[config.mk]
export PLATFORM = sky130hd
export DESIGN_NAME = or1420CiSubsystem
export DESIGN_NICKNAME = d
export VERILOG_FILES = /design/src/hw/or1420CiPkg.sv /design/src/hw/resetStretcher.sv /design/src/hw/swapByteUnit.sv /design/src/hw/microDelayUnit.sv /design/src/hw/ciResponse.sv /design/src/hw/or1420CiSubsystem.sv
export SDC_FILE = /design/constraint.sdc
export NUM_CORES = 1
export LEC_CHECK = 0
export BUFFER_PORTS_ARGS = -buffer_cell sky130_fd_sc_hd__buf_2
export CORE_AREA = 2 2 98 100
export CTS_CLUSTER_SIZE = 25
export DETAILED_ROUTE_END_ITERATION = 12
export DIE_AREA = 0 0 100 102
export GPL_ROUTABILITY_DRIVEN = 0
export GPL_TIMING_DRIVEN = 0
export PLACE_DENSITY_LB_ADDON = 0.1
export SLEW_MARGIN = 30
export SYNTH_ARGS = -nofsm -noshare
export SYNTH_HDL_FRONTEND = slang
export SYNTH_SLANG_ARGS = --single-unit
[constraint.sdc]
create_clock -name s_systemClock -period 3.7 [get_ports s_systemClock]
set_clock_uncertainty 0.2 [all_clocks]
set_input_delay 0.185 -clock s_systemClock [delete_from_list [all_inputs] [get_ports s_systemClock]]
set_output_delay 0.185 -clock s_systemClock [all_outputs]
set_load 0.005 [all_outputs]
[src/hw/or1420CiPkg.sv]
package or1420CiPkg;

  // ~~~~~~~~~~~~~~~~~~~~~~~~~~~~~~~~~~~~~~~~~~~~~~~~
  // Custom-instruction word types
  // ~~~~~~~~~~~~~~~~~~~~~~~~~~~~~~~~~~~~~~~~~~~~~~~~

  typedef logic [31:0] ciWordT;  // Operand and result word
  typedef logic [7:0]  ciIdT;    // Custom-instruction number

  // ~~~~~~~~~~~~~~~~~~~~~~~~~~~~~~~~~~~~~~~~~~~~~~~~
  // Default instruction numbers
  // ~~~~~~~~~~~~~~~~~~~~~~~~~~~~~~~~~~~~~~~~~~~~~~~~

  localparam ciIdT defaultSwapId  = 8'd1;
  localparam ciIdT defaultDelayId = 8'd6;

  // Cycles per microsecond for a slow simulation clock
  localparam int defaultCyclesPerMicrosecond = 4;

  // Delay unit FSM
  typedef enum logic {
    delayIdle,
    delayCounting
  } delayStateT;

endpackage

[src/hw/resetStretcher.sv]
`timescale 1ns/1ps

module resetStretcher #(
  parameter int resetCycles = 16
) (
  input  logic s_systemClock,
  input  logic s_pllLocked,
  output logic cpuReset
);

  localparam int countWidth = $clog2(resetCycles + 1);
  localparam logic [countWidth-1:0] finalCount = countWidth'(resetCycles);
  localparam logic [countWidth-1:0] lastBusyCount = countWidth'(resetCycles - 1);

  logic [countWidth-1:0] resetCount;

  // Saturating counter that restarts on every loss of lock
  always_ff @(posedge s_systemClock or negedge s_pllLocked) begin
    if (!s_pllLocked) begin
      resetCount <= '0;
    end else if (resetCount != finalCount) begin
      resetCount <= resetCount + 1'b1;
    end
  end

  // Registered so the units see a glitch-free reset
  always_ff @(posedge s_systemClock or negedge s_pllLocked) begin
    if (!s_pllLocked) begin
      cpuReset <= 1'b1;
    end else if (resetCount == lastBusyCount) begin
      cpuReset <= 1'b0;  // Falls on the same edge the count saturates
    end
  end

endmodule

[src/hw/swapByteUnit.sv]
`timescale 1ns/1ps

module swapByteUnit #(
  parameter or1420CiPkg::ciIdT swapId = or1420CiPkg::defaultSwapId
) (
  input  logic                s_systemClock,
  input  logic                cpuReset,
  input  logic                ciStart,
  input  or1420CiPkg::ciIdT   ciN,
  input  or1420CiPkg::ciWordT ciDataA,
  input  or1420CiPkg::ciWordT ciDataB,
  output logic                unitDone,
  output or1420CiPkg::ciWordT unitResult
);

  import or1420CiPkg::*;

  logic   selected;
  ciWordT swappedWord;

  assign selected = ciStart && (ciN == swapId);

  always_comb begin
    if (ciDataB[0]) begin
      // Swap the bytes inside each halfword
      swappedWord = {ciDataA[23:16], ciDataA[31:24], ciDataA[7:0], ciDataA[15:8]};
    end else begin
      // Full endian reversal
      swappedWord = {ciDataA[7:0], ciDataA[15:8], ciDataA[23:16], ciDataA[31:24]};
    end
  end

  always_ff @(posedge s_systemClock or posedge cpuReset) begin
    if (cpuReset) begin
      unitDone   <= 1'b0;
      unitResult <= '0;
    end else begin
      unitDone   <= selected;
      unitResult <= selected ? swappedWord : '0;  // Zero keeps the OR merge clean
    end
  end

endmodule

[src/hw/microDelayUnit.sv]
`timescale 1ns/1ps

module microDelayUnit #(
  parameter or1420CiPkg::ciIdT delayId = or1420CiPkg::defaultDelayId,
  parameter int cyclesPerMicrosecond = or1420CiPkg::defaultCyclesPerMicrosecond
) (
  input  logic                s_systemClock,
  input  logic                cpuReset,
  input  logic                ciStart,
  input  or1420CiPkg::ciIdT   ciN,
  input  or1420CiPkg::ciWordT ciDataA,
  output logic                unitDone,
  output or1420CiPkg::ciWordT unitResult
);

  import or1420CiPkg::*;

  localparam int prescaleWidth = (cyclesPerMicrosecond > 1) ? $clog2(cyclesPerMicrosecond) : 1;
  localparam logic [prescaleWidth-1:0] lastPrescale =
    prescaleWidth'(cyclesPerMicrosecond - 1);

  delayStateT               delayState;
  logic [prescaleWidth-1:0] prescaleCount;
  ciWordT                   microCount;  // Microseconds left including the current one

  logic                     selected;
  logic [prescaleWidth-1:0] activePrescale;
  ciWordT                   activeMicro;
  logic                     prescaleWrap;
  logic                     lastCycle;

  assign selected = ciStart && (ciN == delayId);

  // ~~~~~~~~~~~~~~~~~~~~~~~~~~~~~~~~~~~~~~~~~~~~~~~~
  // Cycle accounting
  // ~~~~~~~~~~~~~~~~~~~~~~~~~~~~~~~~~~~~~~~~~~~~~~~~

  // The start cycle is counted like any other cycle of the delay
  always_comb begin
    if (delayState == delayIdle) begin
      activePrescale = '0;
      activeMicro    = ciDataA;
    end else begin
      activePrescale = prescaleCount;
      activeMicro    = microCount;
    end
  end

  assign prescaleWrap = (activePrescale == lastPrescale);
  assign lastCycle    = (activeMicro == '0) || (prescaleWrap && (activeMicro == 32'd1));

  // ~~~~~~~~~~~~~~~~~~~~~~~~~~~~~~~~~~~~~~~~~~~~~~~~
  // Delay FSM
  // ~~~~~~~~~~~~~~~~~~~~~~~~~~~~~~~~~~~~~~~~~~~~~~~~

  always_ff @(posedge s_systemClock or posedge cpuReset) begin
    if (cpuReset) begin
      delayState    <= delayIdle;
      prescaleCount <= '0;
      microCount    <= '0;
      unitDone      <= 1'b0;
    end else begin
      unitDone <= 1'b0;
      case (delayState)
        delayIdle: begin
          if (selected) begin
            if (lastCycle) begin
              unitDone <= 1'b1;  // Zero or single-cycle delay
            end else begin
              delayState <= delayCounting;
            end
          end
        end
        delayCounting: begin
          if (lastCycle) begin
            unitDone   <= 1'b1;
            delayState <= delayIdle;
          end
        end
        default: delayState <= delayIdle;
      endcase

      if (prescaleWrap) begin
        prescaleCount <= '0;
        microCount    <= activeMicro - 1'b1;
      end else begin
        prescaleCount <= activePrescale + 1'b1;
        microCount    <= activeMicro;
      end
    end
  end

  assign unitResult = '0;  // A delay returns nothing

endmodule

[src/hw/ciResponse.sv]
`timescale 1ns/1ps

module ciResponse (
  input  logic                s_systemClock,
  input  logic                cpuReset,
  input  logic                swapDone,
  input  or1420CiPkg::ciWordT swapResult,
  input  logic                delayDone,
  input  or1420CiPkg::ciWordT delayResult,
  output logic                ciDone,
  output or1420CiPkg::ciWordT ciResult
);

  // ~~~~~~~~~~~~~~~~~~~~~~~~~~~~~~~~~~~~~~~~~~~~~~~~
  // Response merge
  // ~~~~~~~~~~~~~~~~~~~~~~~~~~~~~~~~~~~~~~~~~~~~~~~~

  // Idle units drive zero, so a plain OR selects the one that answers
  always_ff @(posedge s_systemClock or posedge cpuReset) begin
    if (cpuReset) begin
      ciDone   <= 1'b0;
      ciResult <= '0;
    end else begin
      ciDone   <= swapDone | delayDone;
      ciResult <= swapResult | delayResult;
    end
  end

endmodule

[src/hw/or1420CiSubsystem.sv]
`timescale 1ns/1ps

module or1420CiSubsystem #(
  parameter or1420CiPkg::ciIdT swapId  = or1420CiPkg::defaultSwapId,
  parameter or1420CiPkg::ciIdT delayId = or1420CiPkg::defaultDelayId,
  parameter int cyclesPerMicrosecond   = or1420CiPkg::defaultCyclesPerMicrosecond,
  parameter int resetCycles            = 16
) (
  input  logic                s_systemClock,
  input  logic                s_pllLocked,
  input  logic                ciStart,
  input  or1420CiPkg::ciIdT   ciN,
  input  or1420CiPkg::ciWordT ciDataA,
  input  or1420CiPkg::ciWordT ciDataB,
  output logic                cpuReset,
  output logic                ciDone,
  output or1420CiPkg::ciWordT ciResult
);

  import or1420CiPkg::*;

  logic   swapDone;
  ciWordT swapResult;
  logic   delayDone;
  ciWordT delayResult;

  // ~~~~~~~~~~~~~~~~~~~~~~~~~~~~~~~~~~~~~~~~~~~~~~~~
  // Reset after PLL lock
  // ~~~~~~~~~~~~~~~~~~~~~~~~~~~~~~~~~~~~~~~~~~~~~~~~

  resetStretcher #(
    .resetCycles(resetCycles)
  ) u_resetStretcher (
    .s_systemClock(s_systemClock),
    .s_pllLocked  (s_pllLocked),
    .cpuReset     (cpuReset)
  );

  // ~~~~~~~~~~~~~~~~~~~~~~~~~~~~~~~~~~~~~~~~~~~~~~~~
  // Custom-instruction units
  // ~~~~~~~~~~~~~~~~~~~~~~~~~~~~~~~~~~~~~~~~~~~~~~~~

  swapByteUnit #(
    .swapId(swapId)
  ) u_swapByteUnit (
    .s_systemClock(s_systemClock),
    .cpuReset     (cpuReset),
    .ciStart      (ciStart),
    .ciN          (ciN),
    .ciDataA      (ciDataA),
    .ciDataB      (ciDataB),
    .unitDone     (swapDone),
    .unitResult   (swapResult)
  );

  microDelayUnit #(
    .delayId             (delayId),
    .cyclesPerMicrosecond(cyclesPerMicrosecond)
  ) u_microDelayUnit (
    .s_systemClock(s_systemClock),
    .cpuReset     (cpuReset),
    .ciStart      (ciStart),
    .ciN          (ciN),
    .ciDataA      (ciDataA),
    .unitDone     (delayDone),
    .unitResult   (delayResult)
  );

  // Single registered answer back to the processor side
  ciResponse u_ciResponse (
    .s_systemClock(s_systemClock),
    .cpuReset     (cpuReset),
    .swapDone     (swapDone),
    .swapResult   (swapResult),
    .delayDone    (delayDone),
    .delayResult  (delayResult),
    .ciDone       (ciDone),
    .ciResult     (ciResult)
  );

endmodule

; ---- Word-level counts from Yosys, hierarchy flattened
; Index checks and enable logic that the tools add are counted.
[word_totals]
reg_bits = 108
in_bits = 75
out_inout_bits = 34
word_cells = 38
[classes]
n_addsub = 3
n_eq_ne = 6
muxes = 12
n_bitwise = 2
n_reduce_logical = 5
[ops]
columns = op, count
row1 = two-way mux 32 bit, 4
row2 = "== test 32 x 1 -> 1 bit, second input constant", 1
row3 = zero test 32 bit, 1
row4 = "subtractor 32 x 1 -> 32 bit, second input constant", 1
row5 = "== test 8 x 1 -> 1 bit, second input constant", 1
row6 = "== test 8 x 3 -> 1 bit, second input constant", 1
row7 = "adder 5 x 1 -> 5 bit, second input constant", 1
row8 = "== test 5 x 4 -> 1 bit, second input constant", 1
row9 = "inequality test 5 bit, second input constant", 1
row10 = two-way mux 1 bit, 4
row11 = two-way mux 2 bit, 2
row12 = one-hot mux 1 bit (2 select lines), 2
row13 = logical AND 1 bit, 3
row14 = "adder 2 x 1 -> 2 bit, second input constant", 1
row15 = "== test 2 bit, second input constant", 1
row16 = logical OR 1 bit, 1
row17 = inverter 1 bit, 1
row18 = bitwise OR 1 bit, 1

; ---- Logic depth before layout (Yosys ltp)
[depth]
depth_word = 7
mapped_depth = 17
depth_no_buf = 9

; ---- Hierarchy
; A second synthesis with hierarchy kept.
[unflattened]
cells_unflattened = 488
area_unflattened_um2 = 5651.7
[by_module_without_submodules]
columns = mod, instances, cells_per_inst, area_each_um2, seq_area_each_um2
row1 = microDelayUnit, 1, 279, 2636.3, 900.9
row2 = swapByteUnit, 1, 118, 1677.9, 825.8
row3 = ciResponse, 1, 67, 1036.0, 825.8
row4 = resetStretcher, 1, 24, 301.5, 151.4

; ---- Least setup slack after synthesis
; OpenSTA, ideal clock, no wires.
[synth_timing]
kind = flip-flop to flip-flop
from = reg u_microDelayUnit.delayState
to = reg u_microDelayUnit.microCount[26]
setup_ns = 0.127
arrival_ns = 3.331
t_required_ns = 3.373
slack_ns = 0.041
path_stages_with_launch = 17
n_path_buf = 8
period_less_slack_ns = 3.659
path_cell_list = dfrtp_1 > buf_6 > buf_6 > buf_2 > buf_2 > buf_2 > buf_2 > buf_2 > and2_1 > ha_1 > and2_1 > o221ai_2 > or3_1 > buf_2 > nor4b_1 > xnor2_1 > mux2i_1
[synth_via]
elab_chain_len = 3
elab_cells_between_ends = 5
cone_classes = add/sub: 1 / eq/ne: 1 / mux: 3
[synth_lines]
columns = element, line
row1 = start: declaration, microDelayUnit.sv:22  ; delayStateT delayState;
row2 = start signal: assignment, microDelayUnit.sv:58  ; delayState <= delayIdle;
row3 = start signal: assignment, microDelayUnit.sv:70  ; delayState <= delayCounting;
row4 = start signal: assignment, microDelayUnit.sv:77  ; delayState <= delayIdle;
row5 = two-way mux 32 bit / two-way mux 2 bit (equally long branches), microDelayUnit.sv:40  ; if (delayState == delayIdle) begin
row6 = subtractor 32 x 1 -> 32 bit / == test 2 bit (equally long branches), "microDelayUnit.sv:85, microDelayUnit.sv:49"
row7 = two-way mux 32 bit *, microDelayUnit.sv:83  ; if (prescaleWrap) begin
row8 = end signal: assignment, microDelayUnit.sv:85  ; microCount <= activeMicro - 1'b1;
row9 = end signal: assignment, microDelayUnit.sv:88  ; microCount <= activeMicro;
row10 = end: declaration, microDelayUnit.sv:24  ; ciWordT microCount;
; Mark *: on every way between the ends. The rest lies on a longest branch, timed or not.
; A chain may end at the register's enable or synchronous reset.

; ---- Worst setup path after layout
[layout_timing]
from = reg u_microDelayUnit.delayState
to = reg u_microDelayUnit.microCount[28]
; Same word-level chain as after synthesis.

==> summary.md <==
| Metric | Value |
|---|---|
| Critical R2R Capture | u_microDelayUnit.microCount[28] |
| WHS Endpoint | u_swapByteUnit.unitResult[13] |
| Worst reg2reg path depth | 14 |
| Worst Hold Depth | 3 |
| Drt first-iter violations | 220 |
| Measured slew at the worst slew-check pin | 799 ps |
| DIE HEIGHT | just over 100 um |
| Final ANT Viol Nets | 0 |
| Vias | roughly 3500 |
| I/O pins | 109 |
| CTS tree | yes |
| Worst-path fanout max | 19 |
| Crit start category | flip-flop |
| Synthesized netlist cell count | about 400 |
| Status | completed |
| Fin crit share | a little over nine tenths |
| Dpl hpwl | around 7.6 mm |
| Cell Pwr Density | 364 mW/mm2 |
| CP top delay family | buffers and inverters |
| Core Util, Final | between 60% and 70% |
| Max incr delay on CP | just under 400 ps |
| Reg2reg start | u_microDelayUnit.delayState |
| Full die area | 0.0102 mm2 |
| First-pass GRT wire length | 17.4 mm |
| # nets final | 619 |
| Synth Warn # | 0 |
| Worst setup EP type | flip-flop |
| Maximum vdd ir drop | roughly 0.24 mV |
| CP cell instances | buf_6, buf_6, buf_6, buf_4, buf_6, and2_1, ha_2, and2_4, o221ai_2, or3_1, buf_2, nand2b_1, nand2b_1, xor2_1 |
| Met3 Usage GRT | under 10% |
| Worst path most repeated cell | buf_6 |
| Hold WC Path Type | in -> reg |
| Die width | 100 um |
| Global Route Usage Sum | 22.2% |
| Mean Syn Cell Area | between 10 and 15 um2 |
| PortBufs | 76 |
| Data arrival, critical path | approximately 3600 ps |
| Maximum clock insertion buffer count | 2 |
| Asr flop ratio synth | 100% |
| Met2 usage | a little under two fifths |
| Initial Util | 53.3% |
| DRC | 0 |
| Leak | 2.80 nW |
| Number of diodes | 0 |
| Area Growth Syn to Fin | 25.5% |
| H-tree Lvls | 3 |
| Fin crit period | 3490 ps |
| Mapped Area | 0.00485 mm2 |
| Unrepaired setup endpoints after global routing | no |
| Synth top area cells | dfrtp_1 55%, mux2i_1 13%, nor2_1 4.8% |
| Worst Path Buf+Inv | 6 |
| Post-synthesis register bit count | 108 |
| Initial antenna violation count | 0 |
| Crit path required time | ~3800 ps |
| Rows | 35 |
| Global route overflow | 0 |
| Pre-antenna DRT Iters | 4 |
| Reg2reg setup slack | 210 ps |
| Hold path startpoint | ciDataA[5] |
| Worst rel slew slack | around 47% |
| Total Routed Length | 10.9 mm |
| CP max stage cell | or3_1 |
| Worst skew pair latency | between 300 and 400 ps |
| Setup Fix Bufs, Post-CTS | 0 |
| Classification of the worst setup path | reg -> reg |
| Syn Nets | 485 |
| Largest net degree at the start of global routing | 65 |
| Slew Limit Fails | 0 |
| Area share of the largest cell type after synthesis | 55.2% |
| Share of layout cells above drive strength 1 | between 20% and 30% |
| Cell taking the most area after synthesis | dfrtp_1 |
| Setup_tns | 0 ps |
| WL per Instance | between 15 and 20 um |
| Core Area | between 0.009 and 0.01 mm2 |
| Clock Sinks | about 110 |
| Met1 Usage GRT | 29.8% |
| Fillers | about 700 |
| GRT busiest layer | met2 |
| Inserted Clock Buffers | 9 |
| Crit. path cell count | 14 |
| Clk root buf | clkbuf_8 |
| Post-synthesis cell type count | between 40 and 50 |
| Total power | 0.00221 W |
| Vias in the first global route | 3416 |
| Average via count per standard cell | 5.30 |
| Max Freq | 287 MHz |
| Final Hold Fails | 0 |
| Seq/Total Area, Yosys | a little under three fifths |
| EDFF count, synth | 0 |
| Setup Viol. Count Final | 0 |
| Worst-path clk slew | between 100 and 150 ps |
| Max Cap Viol | 0 |
| Prevailing post-synth register cell | dfrtp_1 |
[cell families (layout without fill, tap and decap cells)]
group,after synthesis,in the layout,share of synthesized area (%)
flip-flops,108,108,55.7
multiplexers,65,65,13.5
buffers and inverters,24,163,2.37
AO/OA/AOI/OAI,30,30,4.15
adder cells (fa/ha/maj),6,6,1.55
XOR/XNOR,37,37,6.68
AND/OR/NAND/NOR,134,134,16.0
[cell usage after synthesis, types with 2 or more instances]
cell and count:
dfrtp_1 107, mux2i_1 62, nor2_1 62, xnor2_1 26, nor3_1 16, xor2_1 11
a21oi_1 10, buf_2 8, nand2_1 8, inv_1 7, nor3b_1 7, ha_1 6
clkbuf_1 5, nor4b_1 5, nand2b_1 4, nand3_1 4, o22ai_1 4, mux2_2 3
nor2b_1 3, nor4_4 3, o21a_1 3, o21ai_0 3, or4_1 3, and2_1 2
buf_1 2, buf_6 2, nand4_1 2, nor4_1 2, nor4b_2 2, nor4b_4 2
o211ai_1 2, o32ai_1 2, or3_1 2, or4b_1 2
[repair_timing]
item	CTS	global route
resized for setup	5	5
hold buffers	48	0
hold endpoints to repair	48	0
setup endpoints to repair	25	9
cloned	0	0
[power breakdown]
part / internal (W) / switching [W] / total (W)
clock network: 0.000260 / 0.000419 / 0.000678
registers: 0.00122 / 0.0000304 / 0.00125
logic: 0.000145 / 0.000144 / 0.000289
total: 0.00162 / 0.000593 / 0.00221
[metal layers]
metal  share of wire, %  up-vias  wire length (um)
met3                5.5        9               593
met1                 44     1694              4740
li1                   -     1666                 -
met5                  0        -                 0
met4               0.82        0                89
met2                 50      100              5450
[through the flow]
stage          hold WS [ps]  cells  setup slack [ps]  cell area (um2)
3_3_place_gp           -187    591              -737             5370
4_1_cts               0.538    654              37.9             6060
2_1_floorplan          -311    404              41.0             4850
3_5_place_dp           -187    592              -760             5400
6_report               11.6    654               214             6090
5_1_grt                2.11    654              37.8             6090
[worst reg2reg max path, cell delays in order, from the launching register on]
cell and delay, ps:
dfrtp_1 360, buf_6 160, buf_6 220, buf_6 220
buf_4 220, buf_6 190, and2_1 150, ha_2 230
and2_4 190, o221ai_2 150, or3_1 390, buf_2 180
nand2b_1 180, nand2b_1 180, xor2_1 170
[sequential cells by signal (all words and copies together), names as in the netlist]
register	count
u_resetStretcher.resetCount	5
u_swapByteUnit.unitResult	32
u_ciResponse.ciResult	32
u_microDelayUnit.microCount	32
u_ciResponse.ciDone	1
u_resetStretcher.cpuReset	1
u_microDelayUnit.delayState	1
u_microDelayUnit.prescaleCount	2
u_swapByteUnit.unitDone	1
u_microDelayUnit.unitDone	1
[cell usage in the layout, fill, tap and decap left out, drive strengths merged]
cell type / n
o221a: 1
o21bai: 1
o22ai: 4
or4: 3
a21oi: 10
dfrtp: 107
o21ai: 4
mux2i: 62
or3: 2
o21a: 3
dfstp: 1
o32ai: 2
xnor2: 26
or2: 1
mux2: 3
and2: 2
o32a: 1
nor2: 63
o211ai: 2
nor3b: 7
clkbuf: 15
or4b: 3
nand3: 4
nor2b: 3
o221ai: 1
o31ai: 1
clkinv: 2
nand2b: 4
inv: 10
xor2: 11
buf: 87
dlygate4sd3: 48
nand2: 8
nor3: 16
ha: 6
and3: 1
nand4: 2
clkinvlp: 1
nor4b: 9
nor4: 6
[worst max-delay path by stage]
stage                                startpoint                              end
finish              u_microDelayUnit.delayState  u_microDelayUnit.microCount[28]
floorplan           u_microDelayUnit.delayState  u_microDelayUnit.microCount[26]
global route        u_microDelayUnit.delayState  u_microDelayUnit.microCount[28]
global placement    u_microDelayUnit.delayState  u_microDelayUnit.microCount[26]
CTS                 u_microDelayUnit.delayState  u_microDelayUnit.microCount[26]
detailed placement  u_microDelayUnit.delayState  u_microDelayUnit.microCount[26]
[final cells by class]
class	instances	area, um2	area share (%)
buffer	15	93.8	1.54
clock buffer	10	128	2.10
clock inverter	6	56.3	0.925
inverter	7	31.3	0.514
multi-input combinational	272	2060	33.8
sequential	108	2700	44.4
tap	111	139	2.28
timing repair buffer	125	881	14.5
Power figures use the tool's default switching activity.
